--- src/source/reflet_io_pkg.sv ---
package reflet_io_pkg;

    // system bus geometry
    localparam int bus_addr_size = 16;
    localparam int bus_width = 8;

    // io bit selection, one byte wide
    localparam int io_addr_size = 8;
    localparam int max_io = 2 ** io_addr_size;

    // register offsets inside a bank window
    localparam logic [bus_addr_size-1:0] reg_io_addr = 16'd0;
    localparam logic [bus_addr_size-1:0] reg_io_ctrl = 16'd1;

    // control register bit positions
    localparam int ctrl_gpi_read = 0;
    localparam int ctrl_gpo_read = 1;
    localparam int ctrl_gpo_write = 2;
    localparam int ctrl_edit_gpo = 3;

    // bits 4 to 7 of control always read zero
    localparam logic [bus_width-1:0] ctrl_mask = 8'h0F;

    // one registered bus access
    typedef struct packed {
        logic valid;
        logic [bus_addr_size-1:0] addr;
        logic write_en;
        logic [bus_width-1:0] data;
    } bus_request_t;

    // read data, zero when the access is not ours
    typedef struct packed {
        logic [bus_width-1:0] data;
    } bus_response_t;

endpackage
--- src/source/reflet_io_subsystem.sv ---
`timescale 1ns/100ps

module reflet_io_subsystem #(
    parameter logic [reflet_io_pkg::bus_addr_size-1:0] base_addr = 16'hFF22,
    parameter int number_of_io = 128
) (
    input  logic                                     clk,
    input  logic                                     reset,
    input  logic                                     enable,
    input  logic [reflet_io_pkg::bus_addr_size-1:0]  addr,
    input  logic                                     write_en,
    input  logic [reflet_io_pkg::bus_width-1:0]      data_in,
    output logic [reflet_io_pkg::bus_width-1:0]      data_out,
    input  logic [number_of_io-1:0]                  gpi_a,
    input  logic [number_of_io-1:0]                  gpi_b,
    output logic [number_of_io-1:0]                  gpo_a,
    output logic [number_of_io-1:0]                  gpo_b
);
    import reflet_io_pkg::*;

    bus_request_t  request;
    bus_response_t response_a;
    bus_response_t response_b;

    reflet_bus_port bus_port (
        .clk        (clk),
        .reset      (reset),
        .enable     (enable),
        .addr       (addr),
        .write_en   (write_en),
        .data_in    (data_in),
        .data_out   (data_out),
        .request    (request),
        .response_a (response_a),
        .response_b (response_b)
    );

    // bank a at base_addr
    reflet_extended_io #(
        .base_addr    (base_addr),
        .number_of_io (number_of_io)
    ) bank_a (
        .clk      (clk),
        .reset    (reset),
        .request  (request),
        .response (response_a),
        .gpi      (gpi_a),
        .gpo      (gpo_a)
    );

    // bank b right after the two registers of bank a
    reflet_extended_io #(
        .base_addr    (base_addr + bus_addr_size'(2)),
        .number_of_io (number_of_io)
    ) bank_b (
        .clk      (clk),
        .reset    (reset),
        .request  (request),
        .response (response_b),
        .gpi      (gpi_b),
        .gpo      (gpo_b)
    );

endmodule

--- src/source/reflet_bus_port.sv ---
`timescale 1ns/100ps

module reflet_bus_port (
    input  logic                                     clk,
    input  logic                                     reset,
    input  logic                                     enable,
    input  logic [reflet_io_pkg::bus_addr_size-1:0]  addr,
    input  logic                                     write_en,
    input  logic [reflet_io_pkg::bus_width-1:0]      data_in,
    output logic [reflet_io_pkg::bus_width-1:0]      data_out,
    output reflet_io_pkg::bus_request_t              request,
    input  reflet_io_pkg::bus_response_t             response_a,
    input  reflet_io_pkg::bus_response_t             response_b
);
    import reflet_io_pkg::*;

    logic [bus_width-1:0] merged_data;
    logic                 busy_a;
    logic                 busy_b;

    // the valid bit marks a one-cycle access
    always_ff @(posedge clk)
    begin
        if (!reset)
        begin
            request.valid <= 1'b0;
        end
        else
        begin
            request.valid <= enable;
        end
    end

    // address and data only matter while valid
    always_ff @(posedge clk)
    begin
        request.addr     <= addr;
        request.write_en <= write_en;
        request.data     <= data_in;
    end

    // banks drive zero when idle, so OR is enough
    assign merged_data = response_a.data | response_b.data;

    always_ff @(posedge clk)
    begin
        if (!reset)
        begin
            data_out <= '0;
        end
        else
        begin
            data_out <= merged_data;
        end
    end

    assign busy_a = |response_a.data;
    assign busy_b = |response_b.data;

    // overlapping bank windows would corrupt the merged read
    one_responder_a: assert property (
        @(posedge clk) disable iff (!reset)
        !(busy_a && busy_b)
    ) else $error("both banks answered address %h", request.addr);

endmodule

--- src/source/reflet_extended_io.sv ---
`timescale 1ns/100ps

module reflet_extended_io #(
    parameter logic [reflet_io_pkg::bus_addr_size-1:0] base_addr = 16'hFF22,
    parameter int number_of_io = 128
) (
    input  logic                          clk,
    input  logic                          reset,
    input  reflet_io_pkg::bus_request_t   request,
    output reflet_io_pkg::bus_response_t  response,
    input  logic [number_of_io-1:0]       gpi,
    output logic [number_of_io-1:0]       gpo
);
    import reflet_io_pkg::*;

    // window decode
    logic [bus_addr_size-1:0] offset;
    logic                     hit;
    logic                     sel_addr;
    logic                     sel_ctrl;

    // bank registers
    logic [io_addr_size-1:0]  io_addr;
    logic [bus_width-1:0]     io_ctrl;

    // status refresh tracking
    logic [io_addr_size-1:0]  io_addr_prev;
    logic                     refresh_delay;
    logic                     addr_changed;
    logic                     refresh;
    logic [bus_width-1:0]     status_word;

    // addressable io hookup
    logic                     gpi_read;
    logic                     gpo_read;
    logic                     gpo_write;
    logic                     edit_gpo;

    assign offset   = request.addr - base_addr;
    assign sel_addr = offset == reg_io_addr;
    assign sel_ctrl = offset == reg_io_ctrl;
    assign hit      = request.valid && (sel_addr || sel_ctrl);

    assign gpo_write = io_ctrl[ctrl_gpo_write];
    assign edit_gpo  = io_ctrl[ctrl_edit_gpo];

    // fresh status, strobe cleared, write value kept
    always_comb
    begin
        status_word = '0;
        status_word[ctrl_gpi_read]  = gpi_read;
        status_word[ctrl_gpo_read]  = gpo_read;
        status_word[ctrl_gpo_write] = gpo_write;
        status_word[ctrl_edit_gpo]  = 1'b0;
    end

    assign addr_changed = io_addr != io_addr_prev;
    assign refresh      = addr_changed || edit_gpo || refresh_delay;

    always_ff @(posedge clk)
    begin
        if (!reset)
        begin
            io_addr <= '0;
        end
        else if (hit && request.write_en && sel_addr)
        begin
            io_addr <= request.data;
        end
    end

    // bus write wins over a refresh in the same cycle
    always_ff @(posedge clk)
    begin
        if (!reset)
        begin
            io_ctrl <= '0;
        end
        else if (hit && request.write_en && sel_ctrl)
        begin
            io_ctrl <= request.data & ctrl_mask;
        end
        else if (refresh)
        begin
            io_ctrl <= status_word;
        end
    end

    // second refresh after an edit picks up the new output value;
    // starting at 1 gives one refresh right after reset
    always_ff @(posedge clk)
    begin
        if (!reset)
        begin
            io_addr_prev  <= '0;
            refresh_delay <= 1'b1;
        end
        else
        begin
            io_addr_prev  <= io_addr;
            refresh_delay <= edit_gpo;
        end
    end

    // read data, zero unless a read of this window
    always_comb
    begin
        response.data = '0;
        if (hit && !request.write_en)
        begin
            if (sel_addr)
            begin
                response.data = io_addr;
            end
            else
            begin
                response.data = io_ctrl;
            end
        end
    end

    reflet_addressable_io #(
        .number_of_io (number_of_io)
    ) io (
        .clk       (clk),
        .reset     (reset),
        .io_addr   (io_addr),
        .gpi_read  (gpi_read),
        .gpo_read  (gpo_read),
        .gpo_write (gpo_write),
        .edit_gpo  (edit_gpo),
        .gpi       (gpi),
        .gpo       (gpo)
    );

    // strobe is self-clearing unless the master ignores the idle rule
    edit_single_cycle_a: assert property (
        @(posedge clk) disable iff (!reset)
        edit_gpo |=> !edit_gpo
    ) else $error("edit strobe held for two cycles at bank %h", base_addr);

endmodule

--- src/source/reflet_addressable_io.sv ---
`timescale 1ns/100ps

module reflet_addressable_io #(
    parameter int number_of_io = 128
) (
    input  logic                                    clk,
    input  logic                                    reset,
    input  logic [reflet_io_pkg::io_addr_size-1:0]  io_addr,
    output logic                                    gpi_read,
    output logic                                    gpo_read,
    input  logic                                    gpo_write,
    input  logic                                    edit_gpo,
    input  logic [number_of_io-1:0]                 gpi,
    output logic [number_of_io-1:0]                 gpo
);
    import reflet_io_pkg::*;

    // zero-extended copies so any byte address is a legal index
    logic [max_io-1:0] gpi_wide;
    logic [max_io-1:0] gpo_wide;
    logic              in_range;

    assign gpi_wide = max_io'(gpi);
    assign gpo_wide = max_io'(gpo);
    assign in_range = int'(io_addr) < number_of_io;

    // status of the selected bit, out of range reads zero
    assign gpi_read = gpi_wide[io_addr];
    assign gpo_read = gpo_wide[io_addr];

    // output flip-flops, only the addressed one follows gpo_write
    always_ff @(posedge clk)
    begin
        if (!reset)
        begin
            gpo <= '0;
        end
        else if (edit_gpo)
        begin
            for (int i = 0; i < number_of_io; i++)
            begin
                if (int'(io_addr) == i)
                begin
                    gpo[i] <= gpo_write;
                end
            end
        end
    end

    // software should only edit bits that exist in this bank
    edit_in_range_a: assert property (
        @(posedge clk) disable iff (!reset)
        edit_gpo |-> in_range
    ) else $error("edit of io bit %0d outside bank of %0d", io_addr, number_of_io);

endmodule

--- config.mk ---
export PLATFORM = sky130hd
export DESIGN_NAME = reflet_io_subsystem
export DESIGN_NICKNAME = d
export VERILOG_FILES = /design/src/source/reflet_io_pkg.sv /design/src/source/reflet_io_subsystem.sv /design/src/source/reflet_bus_port.sv /design/src/source/reflet_extended_io.sv /design/src/source/reflet_addressable_io.sv
export SDC_FILE = /design/constraint.sdc
export NUM_CORES = 1
export LEC_CHECK = 0
export BUFFER_PORTS_ARGS = -buffer_cell sky130_fd_sc_hd__clkbuf_2
export CORE_AREA = 2 2 211 213
export CTS_CLUSTER_SIZE = 8
export DETAILED_ROUTE_END_ITERATION = 6
export DIE_AREA = 0 0 213 215
export PLACE_DENSITY_LB_ADDON = 0.15
export SETUP_SLACK_MARGIN = 0.3
export SYNTH_ARGS = -nofsm -noshare
export SYNTH_HDL_FRONTEND = slang
export SYNTH_HIERARCHICAL = 1
export SYNTH_SLANG_ARGS = --single-unit
--- constraint.sdc ---
create_clock -name clk -period 2.79 [get_ports clk]
set_input_delay 0.837 -clock clk [delete_from_list [all_inputs] [get_ports clk]]
set_output_delay 0.837 -clock clk [all_outputs]
set_load 0.01 [all_outputs]
==> flow_metrics.tcl <==
set metrics [dict create \
    status "finished clean" \
    power_frac_seq_pct 45.7 \
    hp-class "in -> reg" \
    p_per_area_mw_per_mm2 447 \
    antenna_found_initial 8 \
    firstDrtPassIters 6 \
    cp_max_fo 5 \
    required_ns 3.24 \
    clock_path_buffers 3 \
    grt_max_degree 97 \
    overflow 0 \
    synth_adder_area_share_pct 0.0688 \
    ys.flop_type "dfxtp_1" \
    internal_power_mw 8.10 \
    critPathMaxStageDelay_ns 0.58 \
    r2r_setup_slack_ns 0.07 \
    dieHeight_um 215 \
    synth_top_family_by_area "multiplexers" \
    core_mm2 0.0436 \
    finalMaxSlewViolations 0 \
    syn_nets 2152 \
    switching_share_pct 22.9 \
    grt_pass1_vias 17503 \
    ctsRootBufferMaster "clkbuf_16" \
    syn_area_mm2 0.0182 \
    startpoint "bank_a/io_addr[1]$_SDFFE_PN0P_" \
    design.die.area_mm2 0.0458 \
    num_vias 18169 \
    synth_cell_type_count 60 \
    grtUsageTotal_pct 32.6 \
    layout_common_cells "clkbuf_2, dfxtp_1, a21boi_0" \
    ios 548 \
    fin_skew_ns 0.0216 \
    finish.instance_area_mm2 0.0235 \
    die_x_um 213 \
    ys_seq_elements 332 \
    drive_gt1_share_pct 37.9 \
    h-tree-depth 2 \
    critPathCaptureType "flop" \
    cts_made_buffers 47 \
    ys_seq_area_share_pct 36.5 \
    synth_xor_area_share_pct 0.963 \
    grt_pass1_wl_mm 112 \
    drv_cap 0 \
    yosys.area_share.simple_pct 18.7 \
    period_share_pct 97.3 \
    nets 2704 \
    place.gp.congestion 0.978 \
    ant_nets 0 \
    yosysWarnings 6 \
    wire_per_inst_um 25.3 \
    syn-instance-count 1867 \
    hold_viol_final 0 \
    cp.arrival_ns 3.17 \
    relSlewSlack_pct 45.1 \
    vdd_drop_max_uv 381 \
    drc_errors 0 \
    path_clk_slew_ns 0.06 \
    hold_path.startpoint "data_in[7]" \
    final_common_cell "clkbuf_2" \
    rows 77 \
    p_sw_mw 2.41 \
    synth_compound_gate_area_share_pct 15.4 \
    clock.fmax_mhz 368 \
    cts_tree "built" \
    start_util_pct 41.7 \
    drt_iter0_drc 1922 \
    critical_path.cell_chain "buf_12 > mux4_2 > mux4_2 > mux2_4 > o2111ai_2 > a21oi_1 > mux2_4 > nand2_1 > mux2i_1" \
    pwr-share-comb_pct 5.0 \
    clock_power_share_pct 49.3 \
    synthMuxAreaShare_pct 23.8 \
    cp-start-kind "flop" \
    worstMarginPinSlew_ns 0.823 \
    place_area_mm2 0.0220 \
    hold-worst-slack_ns 0.354 \
    critical_path.slowest_cell "mux4_2" \
    dp_hpwl_mm 56.7 \
    grt_setup_unrepaired "true" \
    setup_violations 0 \
    post-route-min-period_ns 2.72 \
    ys_async_sr_fraction_pct 0 \
    crit_type "reg -> reg" \
    portBuffers 547 \
    cts_sinks 332 \
    fillCellCount 3946 \
    area_growth_pct 29.2 \
    vias_per_cell 6.01 \
    clock_latency_ns 0.59 \
    synth-edff-count 0 \
    avgSynthCellArea_um2 9.74 \
    drt-total-wl_mm 76.5 \
    leakagePower_nw 9.02 \
    r2r-start "bank_a/io_addr[1]$_SDFFE_PN0P_" \
]
worst max-delay path, delay by kind of cell (launching register included):
| kind | cells | cell delay [ns] |
|---|---|---|
| AOI/OAI and AO/OA | 2 | 0.22 |
| buffers and inverters | 1 | 0.15 |
| DFF | 1 | 0.42 |
| muxes | 5 | 1.75 |
| and+or+nand+nor | 1 | 0.06 |
flip-flops by register name, summed over array words and instances, names as in the netlist:
signal and count:
bank_a/io/gpo 128, bank_a/io_ctrl 4, bus_port/request 26, bank_b/io_addr_prev 8
bank_a/io_addr_prev 8, bank_b/io/gpo 128, bank_b/io_ctrl 4, bank_a/refresh_delay 1
bus_port/data_out 8, bank_a/io_addr 8, bank_b/io_addr 8, bank_b/refresh_delay 1
power groups by stage:
stage | Combinational [mW] | Clock, mW | Sequential (mW)
floorplan | 0.230 | 0 | 4.89
detailed placement | 0.515 | 0 | 4.90
CTS | 0.519 | 5.24 | 4.80
global route | 0.559 | 5.42 | 4.80
finish | 0.529 | 5.17 | 4.80
global placement | 0.512 | 0 | 4.90
repair_timing:
item,CTS,global route
pin swaps,2,2
setup endpoints to repair,11,25
gates resized for setup,11,15
hold buffers,0,0
cloned,1,0
setup buffers,6,6
stage by stage:
step                      total power, mW  util (%)  setup TNS [ns]  instances  worst slack [ns]
final                                10.5      53.8               0       3022            0.0744
after floorplan                      5.12         -               0       1867            0.0919
after detailed placement             5.41      50.3          -0.271       2949            -0.271
after global routing                 10.8      53.8        -0.00641       3021          -0.00641
after CTS                            10.6      53.5               0       3011            0.0743
after global placement               5.41      50.3          -0.286       2949            -0.286
per-layer routing:
metal	part of all wire [%]	routed length, µm	up-vias	track usage [%]
li1	-	-	8024	-
met1	41	31600	8983	44.5
met2	45	34400	994	49.4
met3	10	7710	164	7.99
met4	3.6	2770	4	13.1
met5	0.029	22	-	0
final timing paths:
| path | to | cells after the start |
|---|---|---|
| worst min register to register | bank_b/io/gpo[52]$_SDFFE_PN0P_ | 2 |
| worst max-delay path | bank_a/io_ctrl[0]$_SDFFE_PN0P_ | 9 |
| worst min-delay path | bus_port/request[7]$_DFF_P_ | 1 |
| worst max register to register | bank_a/io_ctrl[0]$_SDFFE_PN0P_ | 9 |
cell families (layout without fill, tap and decap cells):
family                     Yosys count  count (layout)
DFF                                332             332
muxes                              248             248
AOI/OAI and AO/OA                  430             430
adders and majority gates            1               1
other                                0               5
buffers and inverters              186             744
and+or+nand+nor                    650             650
xor gates and xnor gates            20              20
cell type report:
type	instances	area (µm²)	share of cell area, %
antenna	5	12.5	0.0533
clock buffer	52	1200	5.13
clock inverter	3	48.8	0.208
inverter	20	75.1	0.320
multi-input combinational	1349	10800	46.0
sequential	332	6670	28.4
tap	592	741	3.15
timing repair buffer	669	3940	16.8
cells in the mapped netlist (5+ instances only):
master	count	share of area, %
nand3b_1	7	0.29
inv_1	19	0.39
or3b_2	8	0.39
nor4_2	5	0.34
a21oi_1	15	0.41
buf_4	14	0.58
nor3_1	23	0.63
xor2_1	7	0.34
mux4_1	10	1.4
dfxtp_1	332	37
mux2_2	6	0.37
o21a_1	10	0.41
or3_1	8	0.28
o41ai_1	8	0.39
and2_1	14	0.48
nor2_1	82	1.7
mux4_2	134	17
mux2i_1	98	5.4
o21ai_0	163	4.5
buf_1	9	0.19
a21boi_0	182	7.5
xnor2_1	13	0.63
clkbuf_1	126	2.6
nand3_1	155	4.3
nand2_1	155	3.2
nand2b_1	14	0.48
nand4b_1	13	0.63
nand4_1	49	1.7
o22ai_1	32	1.1
buf_2	11	0.30
nor2b_1	88	3.0
No activity file was read; power rests on OpenSTA's default activity.
